--- src/design/spi_mem_cfg.svh ---
`ifndef SPI_MEM_CFG_SVH
`define SPI_MEM_CFG_SVH

// apb address width
`define SPI_ADDR_W 32

// apb data width, also the widest payload of one transfer
`define SPI_DATA_W 32

// opcode + 24-bit device address + up to four data bytes
`define SPI_FRAME_W 64

// a write here sends pwdata[7:0] as a lone opcode byte
`define SPI_RAW_ADDR 32'h3080_0004

`endif

--- src/design/spi_mem_pkg.sv ---
`include "spi_mem_cfg.svh"

package spi_mem_pkg;

	// first byte on the wire
	// CMD_RAW only tags a raw transfer, its opcode comes from the bus data
	typedef enum logic [7:0] {
		CMD_RAW   = 8'h00,
		CMD_WRITE = 8'h02,
		CMD_READ  = 8'h03
	} spi_cmd_e;

	// controller states
	typedef enum logic [1:0] {
		ST_IDLE,
		ST_LOAD,
		ST_SHIFT,
		ST_DONE
	} ctrl_state_e;

	// one transfer as decoded from an apb access
	typedef struct packed {
		spi_cmd_e               cmd;
		logic [7:0]             raw_op;
		logic [23:0]            addr;
		// bus order, byte 0 in the low bits
		logic [`SPI_DATA_W-1:0] wdata;
		// 1, 2 or 4
		logic [2:0]             nbytes;
	} xfer_req_t;

endpackage

--- src/design/spi_mem_ctrl.sv ---
`timescale 1ns/1ps

`include "spi_mem_cfg.svh"

module spi_mem_ctrl
	import spi_mem_pkg::*;
(
	input  logic                     pclk,
	input  logic                     rst_n,
	input  logic [`SPI_ADDR_W-1:0]   paddr,
	input  logic [`SPI_DATA_W-1:0]   pwdata,
	input  logic [`SPI_DATA_W/8-1:0] pstrb,
	input  logic                     psel,
	input  logic                     penable,
	input  logic                     pwrite,
	input  logic                     done,
	input  logic [`SPI_DATA_W-1:0]   rdata,
	output logic                     pready,
	output logic                     pslverr,
	output logic [`SPI_DATA_W-1:0]   prdata,
	output xfer_req_t                req,
	output logic                     load,
	output logic                     start
);

	ctrl_state_e state;
	logic        access;
	logic        strb_ok;
	logic [2:0]  nbytes_dec;
	logic        accept;

	// access phase of an apb transfer
	assign access = psel && penable;
	assign accept = (state == ST_IDLE) && access && strb_ok;

	// only byte, halfword and word strobes map to a transfer size
	always_comb begin
		strb_ok = 1'b1;
		case (pstrb)
			4'b0001: nbytes_dec = 3'd1;
			4'b0011: nbytes_dec = 3'd2;
			4'b1111: nbytes_dec = 3'd4;
			default: begin
				nbytes_dec = 3'd0;
				strb_ok    = 1'b0;
			end
		endcase
	end

	always_ff @(posedge pclk or negedge rst_n) begin
		if (!rst_n) begin
			state   <= ST_IDLE;
			load    <= 1'b0;
			start   <= 1'b0;
			pready  <= 1'b0;
			pslverr <= 1'b0;
		end else begin
			case (state)
				ST_IDLE: begin
					if (access && !strb_ok) begin
						// refuse at once, nothing goes out on the pins
						pready  <= 1'b1;
						pslverr <= 1'b1;
						state   <= ST_DONE;
					end else if (access) begin
						load  <= 1'b1;
						state <= ST_LOAD;
					end
				end
				ST_LOAD: begin
					// frame builder registers on this edge
					load  <= 1'b0;
					start <= 1'b1;
					state <= ST_SHIFT;
				end
				ST_SHIFT: begin
					start <= 1'b0;
					if (done) begin
						pready <= 1'b1;
						state  <= ST_DONE;
					end
				end
				ST_DONE: begin
					// single cycle of pready, master drops penable after it
					pready  <= 1'b0;
					pslverr <= 1'b0;
					state   <= ST_IDLE;
				end
				default: state <= ST_IDLE;
			endcase
		end
	end

	// request and read data are payload
	always_ff @(posedge pclk) begin
		if (accept) begin
			if (pwrite && paddr == `SPI_RAW_ADDR)
				req.cmd <= CMD_RAW;
			else if (pwrite)
				req.cmd <= CMD_WRITE;
			else
				req.cmd <= CMD_READ;
			req.raw_op <= pwdata[7:0];
			req.addr   <= paddr[23:0];
			req.wdata  <= pwdata;
			req.nbytes <= nbytes_dec;
		end
		if (state == ST_SHIFT && done)
			prdata <= rdata;
	end

endmodule

--- src/design/spi_frame_builder.sv ---
`timescale 1ns/1ps

`include "spi_mem_cfg.svh"

module spi_frame_builder
	import spi_mem_pkg::*;
(
	input  logic                   pclk,
	input  logic                   rst_n,
	input  logic                   load,
	input  xfer_req_t              req,
	input  logic [`SPI_DATA_W-1:0] rx_raw,
	output logic [`SPI_FRAME_W-1:0] frame,
	output logic [6:0]             frame_len,
	output logic [2:0]             rx_len,
	output logic [`SPI_DATA_W-1:0] rdata
);

	logic [6:0] body_len;

	// opcode and address are 32 bits, then the data bytes
	assign body_len = 7'd32 + {1'b0, req.nbytes, 3'b000};

	always_ff @(posedge pclk or negedge rst_n) begin
		if (!rst_n) begin
			frame_len <= 7'd0;
			rx_len    <= 3'd0;
		end else if (load) begin
			case (req.cmd)
				CMD_RAW: begin
					frame_len <= 7'd8;
					rx_len    <= 3'd0;
				end
				CMD_WRITE: begin
					frame_len <= body_len;
					rx_len    <= 3'd0;
				end
				default: begin
					frame_len <= body_len;
					rx_len    <= req.nbytes;
				end
			endcase
		end
	end

	// left aligned, bytes past frame_len are never shifted out
	always_ff @(posedge pclk) begin
		if (load) begin
			case (req.cmd)
				CMD_RAW:
					frame <= {req.raw_op, 56'b0};
				CMD_WRITE:
					frame <= {CMD_WRITE, req.addr, req.wdata[7:0], req.wdata[15:8],
						req.wdata[23:16], req.wdata[31:24]};
				default:
					frame <= {CMD_READ, req.addr, 32'b0};
			endcase
		end
	end

	// first byte received lands in rdata[7:0]
	always_comb begin
		case (rx_len)
			3'd1: rdata = {24'b0, rx_raw[7:0]};
			3'd2: rdata = {16'b0, rx_raw[7:0], rx_raw[15:8]};
			3'd4: rdata = {rx_raw[7:0], rx_raw[15:8], rx_raw[23:16], rx_raw[31:24]};
			default: rdata = '0;
		endcase
	end

endmodule

--- src/design/spi_shift_engine.sv ---
`timescale 1ns/1ps

`include "spi_mem_cfg.svh"

module spi_shift_engine (
	input  logic                    pclk,
	input  logic                    rst_n,
	input  logic                    start,
	input  logic [`SPI_FRAME_W-1:0] frame,
	input  logic [6:0]              frame_len,
	input  logic [2:0]              rx_len,
	input  logic                    miso,
	output logic                    sck,
	output logic                    cs_n,
	output logic                    mosi,
	output logic                    done,
	output logic [`SPI_DATA_W-1:0]  rx_raw
);

	logic [`SPI_FRAME_W-1:0] shreg;
	logic [6:0]              cnt;
	logic [6:0]              rx_first;
	logic                    phase;
	logic                    busy;

	// receive window covers the trailing rx_len bytes
	assign rx_first = frame_len - {1'b0, rx_len, 3'b000};
	assign sck      = phase;

	always_ff @(posedge pclk or negedge rst_n) begin
		if (!rst_n) begin
			busy  <= 1'b0;
			phase <= 1'b0;
			cs_n  <= 1'b1;
			mosi  <= 1'b0;
			done  <= 1'b0;
			cnt   <= 7'd0;
		end else begin
			done <= 1'b0;
			if (start && !busy) begin
				busy  <= 1'b1;
				cs_n  <= 1'b0;
				phase <= 1'b0;
				cnt   <= 7'd0;
				mosi  <= frame[`SPI_FRAME_W-1];
			end else if (busy && !phase) begin
				// mosi has been set up through the low half
				phase <= 1'b1;
			end else if (busy) begin
				phase <= 1'b0;
				cnt   <= cnt + 7'd1;
				if (cnt + 7'd1 == frame_len) begin
					busy <= 1'b0;
					cs_n <= 1'b1;
					mosi <= 1'b0;
					done <= 1'b1;
				end else begin
					mosi <= shreg[`SPI_FRAME_W-1];
				end
			end
		end
	end

	// datapath, no reset needed
	always_ff @(posedge pclk) begin
		if (start && !busy) begin
			shreg  <= frame << 1;
			rx_raw <= '0;
		end else if (busy && phase) begin
			shreg <= shreg << 1;
			// device changes miso on the falling edge, so it is stable here
			if (cnt >= rx_first)
				rx_raw <= {rx_raw[`SPI_DATA_W-2:0], miso};
		end
	end

endmodule

--- src/design/spi_mem_top.sv ---
`timescale 1ns/1ps

`include "spi_mem_cfg.svh"

module spi_mem_top
	import spi_mem_pkg::*;
(
	input  logic                     pclk,
	input  logic                     rst_n,
	input  logic [`SPI_ADDR_W-1:0]   paddr,
	input  logic [`SPI_DATA_W-1:0]   pwdata,
	input  logic [`SPI_DATA_W/8-1:0] pstrb,
	input  logic                     psel,
	input  logic                     penable,
	input  logic                     pwrite,
	output logic [`SPI_DATA_W-1:0]   prdata,
	output logic                     pready,
	output logic                     pslverr,
	output logic                     sck,
	output logic                     cs_n,
	output logic                     mosi,
	input  logic                     miso
);

	xfer_req_t               req;
	logic                    load;
	logic                    start;
	logic                    done;
	logic [`SPI_FRAME_W-1:0] frame;
	logic [6:0]              frame_len;
	logic [2:0]              rx_len;
	logic [`SPI_DATA_W-1:0]  rx_raw;
	logic [`SPI_DATA_W-1:0]  rdata;

	spi_mem_ctrl u_ctrl (
		.pclk    (pclk),
		.rst_n   (rst_n),
		.paddr   (paddr),
		.pwdata  (pwdata),
		.pstrb   (pstrb),
		.psel    (psel),
		.penable (penable),
		.pwrite  (pwrite),
		.done    (done),
		.rdata   (rdata),
		.pready  (pready),
		.pslverr (pslverr),
		.prdata  (prdata),
		.req     (req),
		.load    (load),
		.start   (start)
	);

	spi_frame_builder u_frame (
		.pclk      (pclk),
		.rst_n     (rst_n),
		.load      (load),
		.req       (req),
		.rx_raw    (rx_raw),
		.frame     (frame),
		.frame_len (frame_len),
		.rx_len    (rx_len),
		.rdata     (rdata)
	);

	spi_shift_engine u_shift (
		.pclk      (pclk),
		.rst_n     (rst_n),
		.start     (start),
		.frame     (frame),
		.frame_len (frame_len),
		.rx_len    (rx_len),
		.miso      (miso),
		.sck       (sck),
		.cs_n      (cs_n),
		.mosi      (mosi),
		.done      (done),
		.rx_raw    (rx_raw)
	);

endmodule

--- config.mk ---
export PLATFORM = sky130hd
export DESIGN_NAME = spi_mem_top
export DESIGN_NICKNAME = d
export VERILOG_FILES = /design/src/design/spi_mem_pkg.sv /design/src/design/spi_mem_ctrl.sv /design/src/design/spi_frame_builder.sv /design/src/design/spi_shift_engine.sv /design/src/design/spi_mem_top.sv
export VERILOG_INCLUDE_DIRS = /design/src /design/src/design
export SDC_FILE = /design/constraint.sdc
export NUM_CORES = 1
export LEC_CHECK = 0
export BUFFER_PORTS_ARGS = -buffer_cell sky130_fd_sc_hd__buf_4
export CORE_MARGIN = 5
export CORE_UTILIZATION = 45
export DETAILED_ROUTE_END_ITERATION = 8
export PLACE_DENSITY = 0.65
export SLEW_MARGIN = 10
export SYNTH_ARGS = -nofsm -noshare
export SYNTH_HDL_FRONTEND = slang
export SYNTH_SLANG_ARGS = --single-unit
--- constraint.sdc ---
create_clock -name pclk -period 3.8 [get_ports pclk]
set_clock_uncertainty 0.15 [all_clocks]
set_input_delay 0.19 -clock pclk [delete_from_list [all_inputs] [get_ports pclk]]
set_output_delay 0.19 -clock pclk [all_outputs]
set_load 0.05 [all_outputs]
### Word level (Yosys, flattened, before mapping)

Index checks and enable logic that the tools add are counted.

* bits in read-only memories: 0
* output and inout bits: 37
* bits of input ports: 74
* memory bits (writable): 0
* logic and storage cells: 118
* bits in registers: 294
* memories: 0
* latch bits: 0

* multiplexer cells: 43
* add/subtract/negate cells: 3
* equal/unequal tests: 18
* $lt $le $gt $ge: 1
* shifts and indexed selects: 0
* multiply operators: 0
* divide/modulo/power cells: 0
* reductions and logical operators: 31
* bitwise logic cells: 0

Operators with widths (count)
* $mux 64: 2
* $pmux 64 s2: 1
* $pmux 32 s3: 1
* $eq 32x30->1 const B: 1
* $mux 7: 4
* $mux 1: 25
* $reduce_bool 2->1: 6
* $logic_and 1x1->1: 9
* $pmux 3 s3: 1
* $reduce_and 3->1: 3
* $eq 8x2->1 const B: 1
* $logic_not 8->1: 1
* $pmux 2 s4: 1
* $reduce_and 2->1: 4
* $add 6x6->7 const A: 1
* $add 7x1->7 const B: 1
* $eq 7x7->1: 1
* $ge 7x7->1: 1
* $sub 7x6->7: 1
* $mux 2: 3
* $ne 2x2->1 const B: 3
* $pmux 1 s2: 3
* $reduce_bool 3->1: 2
* $eq 2x2->1 const B: 2
* 15 further kinds: 18

### Logic depth before layout (Yosys ltp)

Gate-level depths: netlist of the first run.

* depth in word-level cells: 7
* mapped depth: 13
* depth with buffers taken out: 12

### Modules after synthesis

From an unflattened synthesis of the first run, not the netlist that was laid out.

* cell total of the unflattened synthesis: 904
* area, all modules: 11504.8 um^2

By module, submodules not included
* spi_shift_engine: cells each 492, sequential area each 2834.0 um^2, times used 1, area an instance 4874.7 um^2
* spi_mem_ctrl: cells each 169, sequential area each 2942.8 um^2, times used 1, area an instance 3449.6 um^2
* spi_frame_builder: cells each 243, sequential area each 2097.0 um^2, times used 1, area an instance 3180.6 um^2

### Worst setup path after synthesis of the first run

Ideal clock, no wire load.

* kind: flip-flop to flip-flop
* start point: register u_ctrl.state[0]
* end point: register, netlist name u_ctrl.req[0]
* path buffers: 0
* setup time: 0.482 ns
* stages on the path, launching flop included: 5
* arrival: 3.476 ns
* setup slack: -0.308 ns
* required time: 3.168 ns
* period minus slack after synthesis: 4.108 ns
* path through: dfrtp_1 -> inv_1 -> ha_1 -> o211ai_1 -> nor2_1

* word-level cells in the longest chain between the ends: 3

Ends and longest elaborated chain
* start: declaration: RTL line spi_mem_ctrl.sv:26 `ctrl_state_e state;`
* start signal: assignment: RTL line spi_mem_ctrl.sv:52 `state <= ST_IDLE;`
* start signal: assignment: RTL line spi_mem_ctrl.sv:64 `state <= ST_DONE;`
* start signal: assignment: RTL line spi_mem_ctrl.sv:67 `state <= ST_LOAD;`
* $logic_not 2->1: RTL line spi_mem_ctrl.sv:34 `assign accept = (state == ST_IDLE) && access && strb_ok;`
* $logic_and 1x1->1 (2 in series): RTL line spi_mem_ctrl.sv:34
* net u_ctrl.accept: RTL line spi_mem_ctrl.sv:30 `logic accept;`

The timed path passes the listed nets, and every way through them passes these cells.
A chain may end at the register's enable or synchronous reset.

### Worst setup path after layout of the first run

* start point: register u_frame.rx_len[0]
* end point: register u_shift.rx_raw[23]

* word-level cells in the longest chain between the ends: 3

Ends and longest elaborated chain
* start: declaration: RTL line spi_frame_builder.sv:15 `output logic [2:0] rx_len,`
* start signal: assignment: RTL line spi_frame_builder.sv:40 `rx_len <= req.nbytes;`
* $sub 7x6->7: RTL line spi_shift_engine.sv:27 `assign rx_first = frame_len - {1'b0, rx_len, 3'b000};`
* $ge 7x7->1: RTL line spi_shift_engine.sv:72 `if (cnt >= rx_first)`
* $reduce_and 2->1 (no line)
* end signal: assignment: RTL line spi_shift_engine.sv:73 `` rx_raw <= {rx_raw[`SPI_DATA_W-2:0], miso}; ``
* end: declaration: RTL line spi_shift_engine.sv:17 `` output logic [`SPI_DATA_W-1:0] rx_raw ``

No other way between the ends.

==> results of run 1 <==
## cells in the final DEF (no fill, tap or decap), types with 3 or more instances in the layout
| cell type | instances |
|---|---|
| o211ai_1 | 4 |
| nor4_1 | 3 |
| a21o_1 | 3 |
| a22oi_1 | 17 |
| dfrtp_1 | 23 |
| edfxtp_1 | 220 |
| buf_4 | 123 |
| dlygate4sd3_1 | 71 |
| clkbuf_16 | 29 |
| clkinv_2 | 3 |
| nand2_1 | 238 |
| o21ai_1 | 4 |
| a21oi_1 | 5 |
| or4_1 | 3 |
| inv_1 | 19 |
| nor4b_1 | 3 |
| dfxtp_1 | 32 |
| o21ai_0 | 89 |
| ha_1 | 14 |
| nand3_1 | 5 |
| and3_1 | 19 |
| clkbuf_8 | 9 |
| clkbuf_1 | 7 |
| xnor2_1 | 6 |
| and2_1 | 42 |
| nor2_1 | 25 |
| nor2b_1 | 25 |
## sequential cells by signal, summed over array words and instances, names as in the netlist
| register | cells |
|---|---|
| u_ctrl.load | 1 |
| u_ctrl.prdata | 32 |
| u_ctrl.pready | 1 |
| u_ctrl.pslverr | 1 |
| u_ctrl.req | 61 |
| u_ctrl.start | 1 |
| u_ctrl.state | 2 |
| u_frame.frame | 64 |
| u_frame.frame_len | 4 |
| u_frame.rx_len | 3 |
| u_shift.busy | 1 |
| u_shift.cnt | 7 |
| u_shift.cs_n | 1 |
| u_shift.done | 1 |
| u_shift.mosi | 1 |
| u_shift.rx_raw | 32 |
| u_shift.sck | 1 |
| u_shift.shreg | 63 |
## stage by stage
step / utilization / area [sq um]
after floorplan: - / 10900
after global placement: 0.502 / 12100
after detailed placement: 0.502 / 12100
after CTS: 0.572 / 13800
after global routing: 0.572 / 13800
final: 0.572 / 13800
## worst max-delay path by stage
stage	start	to	slack (ns)	cells past startpoint
floorplan	u_ctrl.state[0]$_DFFE_PN0P_	u_ctrl.req[0]$_DFFE_PP_	0.72	4
global placement	u_frame.rx_len[0]$_DFFE_PN0P_	u_shift.rx_raw[6]$_SDFFE_PP0P_	0.74	11
detailed placement	u_frame.rx_len[0]$_DFFE_PN0P_	u_shift.rx_raw[11]$_SDFFE_PP0P_	0.66	11
CTS	u_frame.rx_len[0]$_DFFE_PN0P_	u_shift.rx_raw[23]$_SDFFE_PP0P_	0.63	11
global route	u_frame.rx_len[1]$_DFFE_PN0P_	u_shift.rx_raw[24]$_SDFFE_PP0P_	0.37	11
finish	u_frame.rx_len[0]$_DFFE_PN0P_	u_shift.rx_raw[23]$_SDFFE_PP0P_	0.62	11
## worst register-to-register path: stages, from the launching register on
cell      delay, ns
dfrtp_1        0.61
ha_1           0.23
inv_1          0.06
fa_1           0.48
inv_1          0.04
ha_1           0.25
a21boi_1       0.15
o2111a_1       0.19
buf_4          0.29
nand2b_1       0.15
buf_4          0.28
o21ai_0        0.16
## what timing repair did
action                     CTS  global route
hold buffers                72             0
setup endpoints to repair    0             0
hold endpoints to repair    91             0
## cell families after synthesis
logic type | count (synthesis) | synth area share
compound gates | 133 | 0.0694
mux | 4 | 0.00390
xor+xnor | 8 | 0.00642
flops | 277 | 0.721
buf+inv | 62 | 0.0218
simple gates | 380 | 0.159
fa+ha+maj | 15 | 0.0179
## power breakdown
| group | internal [mW] | switching [mW] |
|---|---|---|
| clock network | 1.70 | 1.09 |
| logic | 0.670 | 1.36 |
| registers | 4.28 | 0.314 |
| total | 6.65 | 2.76 |
## metal layers
| metal | wire length (um) | GRT usage | share of wire |
|---|---|---|---|
| met2 | 9900 | 0.247 | 0.48 |
| met4 | 412 | 0.0387 | 0.020 |
| met1 | 9380 | 0.205 | 0.45 |
| met5 | 0 | 0 | 0 |
| met3 | 1100 | 0.0283 | 0.053 |
## cell type report
type,instances,area [sq um]
Tap cell,324,405
Fill cell,1976,10300
Timing Repair Buffer,195,1650
Clock buffer,45,876
Inverter,20,75.1
Clock inverter,7,86.3
Sequential cell,277,7880
Multi-Input combinational cell,540,2830
==> metrics, run 1 <==
Buf/Inv on CP 4; placed insts around 1,300; FF+latch count, synth 277; CTS root buffer clkbuf_16; top-count cell post-synth nand2_1; top cells by count, synth nand2_1, edfxtp_1, o21ai_0; clock-pin slew of the registers on the worst-case setup and hold paths about 0.06 ns; first-pass GRT wire length around 35 mm; sink of the worst hold path u_ctrl.req[68]$_SDFFCE_PP0P_; HPWL Detailed approximately 12 mm; Max Cap Viol 0; Routed Antenna Nets 0; Worst Tran Pin Value approximately 1.0 ns; largest cells by area after synthesis edfxtp_1, nand2_1, dfxtp_1, dfrtp_1, o21ai_0; initial antenna violation count 0; Place WS between 0.6 and 0.7 ns; CTS tree done; die width roughly 170 um; nets@finish 1,151; ANT cells 0; Post-CTS Setup Repair Bufs 0; hold crit path type in -> reg; mapped cell area between 0.01 and 0.015 sq mm; max-slew violations 0; Net Count, Synth about 970; number of vias per cell ~4.9; WHS approximately 0.014 ns; pwr dens approximately 680 mW/mm^2; CP Max Fanout 33; fin cells 1,408; post-cts resize count 0; Die Y approximately 170 um; Max Buffers Root-to-Sink 3; P_leak between 5 and 6 nW; Synth top area share 0.605; Synth Flop Type edfxtp_1; critical path's slowest cell dfrtp_1; FFs w/ async S/R, synth 0.0903; crit end category flip-flop; core footprint roughly 0.024 sq mm; die area approximately 0.027 sq mm; Arr. time, crit path 3.42 ns; CP Class reg -> reg; Cell Chain, Critical Path ha_1 -> inv_1 -> fa_1 -> inv_1 -> ha_1 -> a21boi_1 -> o2111a_1 -> buf_4 -> nand2b_1 -> buf_4 -> o21ai_0; port buffer count 110; grt total ovfl 0; endpoints failing setup 0; Yosys top cell by area edfxtp_1; critical hold path startpoint paddr[26]; largest delay contributor family on the critical path adder cells; Tmin final 3.18 ns; setup TNS 0 ns; Post-synth EDFFs 220; Fmax roughly 310 MHz; RSZ-0062 raised after global routing no; Cells on Worst Hold Path 6; GRT Overall Usage 0.149; Initial Util 0.453; Starting DRT DRC Count about 540; gpl congestion between 0.8 and 0.9; Vias between 6,000 and 7,000; drt pass-1 iters 5; Placement Rows 57; Final Power 9.41 mW; startpoint type of the worst setup path flip-flop; WL/cell ~15 um; Max VDD drop about 0.47 mV; DRC errors left 0; reg2reg start u_frame.rx_len[0]$_DFFE_PN0P_; Slew HR 0.309; vias in the first global route 6,815; Yosys cell types between 40 and 50; worst reg-to-reg path cell count 11; Mean Syn Cell Area 12.4 sq um; Mapped Cells slightly below 900; sequential fraction of the synthesis area 0.721; Area Overhead vs Synth 26.4%; clock sinks 277; I/O pins ~110; share of cells above drive strength 1 0.167; final worst slack about 0.62 ns; crit-path max cell delay 0.61 ns; CP Data Required Time 4.04 ns; Ys Warns 0; Worst-Skew Late Latency 0.53 ns; WL final about 21 mm; outcome finished clean; period utilisation layout 0.836; Hold Violations, Final 0; R2R Path End u_shift.rx_raw[23]$_SDFFE_PP0P_; largest net degree at the start of global routing 96; htree depth 1; total CTS buffers 28; r2r setup slk roughly 0.62 ns
Power figures use the tool's default switching activity.
==> run 2: changes to the inputs <==
==> constraint.sdc (replaced) <==
create_clock -name pclk -period 2.9 [get_ports pclk]
set_clock_uncertainty 0.15 [all_clocks]
set_input_delay 0.145 -clock pclk [delete_from_list [all_inputs] [get_ports pclk]]
set_output_delay 0.145 -clock pclk [all_outputs]
set_load 0.05 [all_outputs]
==> metrics, run 2 (same netlist as run 1, synthesis figures left out) <==
outcome finished clean; drt pass-1 iters 5; Fillers about 2,000; pwr dens a little under 900 mW/mm^2; core footprint around 0.024 sq mm; Slew HR 0.314; startpoint type of the worst setup path flip-flop; Place WS 0.132 ns; WL final 20.5 mm; Final Power 12.2 mW; Biggest register u_frame.frame; Worst Tran Pin Value roughly 1.0 ns; Buf/Inv on CP 2; largest net degree at the start of global routing 96; period utilisation layout 0.920; CTS tree done; Final Util 0.573; Reg area between 0.007 and 0.008 sq mm; Tmin final about 2.7 ns; crit-path max cell delay approximately 0.44 ns; Max VDD drop between 0.5 and 0.6 mV; CP Max Fanout 32; CTS root buffer clkbuf_16; critical path's slowest cell dfrtp_1; CP Class reg -> reg; placed insts roughly 1,300; final worst slack 0.231 ns; GRT Overall Usage 0.148; Fmax around 370 MHz; setup TNS 0 ns; fin cells between 1,000 and 1,500; port buffer count 110; max reg flops 64; first-pass GRT wire length approximately 34 mm; Cell Chain, Critical Path ha_1 -> a21o_1 -> a21oi_1 -> xnor2_1 -> ha_1 -> and2_1 -> o21ai_1 -> inv_1 -> buf_4 -> o21ai_0 -> o21ai_0; WHS 0.176 ns; number of vias per cell ~5; Area Overhead vs Synth 26.6%; ANT cells 0; met2 usage 0.252; Placement Rows 57; Worst-Skew Late Latency ~0.54 ns; largest delay contributor family on the critical path compound AO/OA/AOI/OAI gates; Hold Violations, Final 0; GR Util met3 0.0262; Routed Antenna Nets 0; clock-pin slew of the registers on the worst-case setup and hold paths about 0.06 ns; Initial Util 0.453; share of cells above drive strength 1 0.164; gpl congestion roughly 0.8; Arr. time, crit path 2.93 ns; Die Y around 170 um; htree depth 1; I/O pins 111; nets@finish between 1,000 and 1,500; dpl cell area around 0.012 sq mm; grt total ovfl 0; area of the multi-input gates between 0.002 and 0.003 sq mm; P_leak 5.35 nW; Max Cap Viol 0; largest registers u_frame.frame (64), u_shift.shreg (63), u_ctrl.req (61); DRC errors left 0; CP Data Required Time ~3.2 ns; WL/cell between 10 and 15 um; clock sinks 277; post-route cell area ~0.014 sq mm; r2r setup slk 0.23 ns; RSZ-0062 raised after global routing no; vias in the first global route 6,768; Starting DRT DRC Count 395; max-slew violations 0; total CTS buffers 29; die width ~170 um; Max Buffers Root-to-Sink 3; most frequent cells in the layout nand2_1, edfxtp_1, buf_4, o21ai_0, dlygate4sd3_1; commonest non-fill, non-tap cell in the layout nand2_1; Vias slightly below 7,000; die area between 0.02 and 0.03 sq mm; hold crit path type in -> reg; crit end category flip-flop; HPWL Detailed ~12 mm; global routing's busiest layer met2; endpoints failing setup 0; met1 usage 0.194; initial antenna violation count 0
[run 2: changes by cell type in the layout (fill, tap and decap cells not counted), moves of 2 or more]
| cell | delta |
|---|---|
| clkbuf_8 | -8 |
| clkbuf_1 | +5 |
| buf_12 | +3 |
| clkinv_1 | +2 |
| dlygate4sd3_1 | +2 |
[run 2: what timing repair did]
| action | in CTS | in global routing |
|---|---|---|
| hold buffers | 74 | 0 |
| hold endpoints to repair | 91 | 0 |
| gates resized for setup | 0 | 2 |
| endpoints found under the setup margin | 0 | 32 |
| buffers inserted | 0 | 0 |
[run 2: area by class of cell]
type	instances	area share
Clock buffer	43	0.0586
Clock inverter	10	0.00625
Inverter	20	0.00571
Multi-Input combinational cell	540	0.205
Sequential cell	277	0.570
Tap cell	324	0.0294
Timing Repair Buffer	199	0.125
[run 2: metal layers]
metal	wire length [um]	part of all wire	vias to the layer above
li1	-	-	3452
met1	9050	0.44	3263
met2	10000	0.49	155
met3	926	0.045	40
met4	507	0.025	0
met5	0	0	-
[run 2: power by group]
part | total, mW | internal [mW] | switching (mW)
clock network | 3.44 | 2.02 | 1.42
logic | 2.76 | 0.949 | 1.81
registers | 5.99 | 5.61 | 0.382
[run 2: final timing paths]
| kind | to | cells after the start | from |
|---|---|---|---|
| max | u_shift.rx_raw[7]$_SDFFE_PP0P_ | 11 | u_frame.frame_len[4]$_DFFE_PN0P_ |
| min | u_ctrl.req[19]$_DFFE_PP_ | 2 | pwdata[16] |
| max reg2reg | u_shift.rx_raw[7]$_SDFFE_PP0P_ | 11 | u_frame.frame_len[4]$_DFFE_PN0P_ |
| min reg2reg | u_shift.rx_raw[31]$_SDFFE_PP0P_ | 2 | u_shift.rx_raw[31]$_SDFFE_PP0P_ |
| max in group asynchronous | u_ctrl.load$_DFFE_PN0P_ | 4 | rst_n |
| min in group asynchronous | u_ctrl.pslverr$_DFFE_PN0P_ | 4 | rst_n |
==> run 3: changes to the inputs <==
--- a/config.mk
+++ b/config.mk
@@ -10,7 +10,7 @@
 export CORE_MARGIN = 5
 export CORE_UTILIZATION = 45
 export DETAILED_ROUTE_END_ITERATION = 8
-export PLACE_DENSITY = 0.65
+export PLACE_DENSITY = 0.66
 export SLEW_MARGIN = 10
 export SYNTH_ARGS = -nofsm -noshare
 export SYNTH_HDL_FRONTEND = slang
==> metrics, run 3 (same netlist as run 1, synthesis figures left out) <==
CP Data Required Time 3.02 ns; clock sinks 277; clock network fraction of total power 0.272; htree depth 1; drt pass-1 iters 6; hold crit path type in -> reg; initial antenna violation count 0; RSZ-0062 raised after global routing no; worst reg-to-reg path cell count 11; Placement Rows 57; Area Overhead vs Synth 26.3%; die width 166 um; Initial Util 0.453; Cells on Worst Hold Path 2; Fmax about 380 MHz; switching fraction of total power 0.300; largest net degree at the start of global routing 96; I/O pins around 110; outcome finished clean; total CTS buffers 28; Biggest register u_frame.frame; Hold Violations, Final 0; Routed Antenna Nets 0; CP Max Fanout 2; P_leak around 5.3 nW; die area about 0.027 sq mm; CTS tree done; CP startpoint paddr[1]; max reg flops 64; placed insts approximately 1,300; Switch Pwr ~3.6 mW; CP Class in -> reg; share of cells above drive strength 1 0.168; grt total ovfl 0; most frequent cells in the layout nand2_1, edfxtp_1, buf_4, o21ai_0, dlygate4sd3_1; max-slew violations 0; Slew HR 0.295; r2r setup slk about 0.26 ns; first-pass GRT wire length 34.9 mm; Max Buffers Root-to-Sink 3; CTS root buffer clkbuf_16; HPWL Detailed ~12 mm; Final Power approximately 12 mW; crit end category flip-flop; largest registers u_frame.frame (64), u_shift.shreg (63), u_ctrl.req (61); Worst Tran Pin Value 1.06 ns; gpl congestion approximately 0.8; port buffer count 110; vias in the first global route ~6,900; Critical Path Sink u_ctrl.req[68]$_SDFFCE_PP0P_; Max Cap Viol 0; reg2reg start u_frame.frame_len[3]$_DFFE_PN0P_; Tmin final 2.64 ns; Arr. time, crit path about 2.8 ns; Vias between 7,000 and 8,000; Die Y between 150 and 200 um; commonest non-fill, non-tap cell in the layout nand2_1; setup TNS 0 ns; WL/cell approximately 15 um; core footprint 0.0241 sq mm; number of vias per cell 4.94; power share of the combinational group 0.232; period utilisation layout 0.910; R2R Path End u_shift.rx_raw[6]$_SDFFE_PP0P_; endpoints failing setup 0; Worst-Skew Late Latency around 0.54 ns; clock-pin slew of the registers on the worst-case setup and hold paths roughly 0.06 ns; Starting DRT DRC Count 411; Max VDD drop 0.549 mV; pwr dens about 880 mW/mm^2; startpoint type of the worst setup path primary input; GRT Overall Usage 0.151; Cell Int Power about 8.4 mW; WL final 20.8 mm; nets@finish between 1,000 and 1,500; Flop pwr share 0.496; DRC errors left 0; fin cells ~1,400
run 3: power by group through the flow:
stage | Combinational [mW] | Clock (mW) | Sequential [mW]
6_report | 2.80 | 3.28 | 5.99
5_1_grt | 3.19 | 3.55 | 6.08
4_1_cts | 2.82 | 3.38 | 6.00
3_5_place_dp | 2.74 | 0 | 6.07
3_3_place_gp | 2.67 | 0 | 6.04
2_1_floorplan | 1.60 | 0 | 6.27
run 3: critical path: stages:
cell and delay [ns]:
dlygate4sd3_1 0.54, buf_4 0.14, or4_1 0.53, nor4_2 0.27, dlygate4sd3_1 0.61, nand4_1 0.07
or4_1 0.44
run 3: layer usage:
metal	GRT usage	vias to the layer above	part of all wire
met5	0	-	0
met4	0.0477	0	0.027
met3	0.0257	38	0.052
met2	0.246	187	0.48
met1	0.209	3317	0.44
li1	-	3465	-
run 3: worst min-delay path by stage:
| stage | from | end | slack (ns) |
|---|---|---|---|
| after CTS | pwdata[5] | u_ctrl.req[8]$_DFFE_PP_ | 0.14 |
| final | pwdata[29] | u_ctrl.req[32]$_DFFE_PP_ | 0.17 |
| after detailed placement | rst_n | u_ctrl.pslverr$_DFFE_PN0P_ | -0.07 |
| after global routing | pwdata[20] | u_ctrl.req[23]$_DFFE_PP_ | 0.15 |
| after floorplan | rst_n | u_ctrl.load$_DFFE_PN0P_ | -0.30 |
| after global placement | rst_n | u_ctrl.pslverr$_DFFE_PN0P_ | -0.07 |
run 3: cell type report:
cell class	count	area, sq um
fill	1978	10300
sequential	277	7880
inverter	20	78.8
timing repair buffer	204	1750
clock inverter	15	108
clock buffer	36	731
tap	324	405
multi-input combinational	540	2830
antenna	1	2.50
run 3: stage by stage:
step / hold slack, ns / util / area, sq um / setup WS [ns]
6_report: 0.172 / 0.572 / 13800 / 0.262
5_1_grt: 0.153 / 0.572 / 13800 / 0.0238
4_1_cts: 0.141 / 0.571 / 13800 / 0.0895
3_5_place_dp: -0.0709 / 0.505 / 12200 / 0.0888
3_3_place_gp: -0.0718 / 0.505 / 12200 / 0.209
2_1_floorplan: -0.301 / - / 10900 / 0.0194
run 3: what timing repair did:
action | CTS | global route
hold buffers | 75 | 0
setup buffers | 0 | 1
setup endpoints to repair | 0 | 32
resized for setup | 0 | 2
endpoints found under the hold margin | 91 | 0
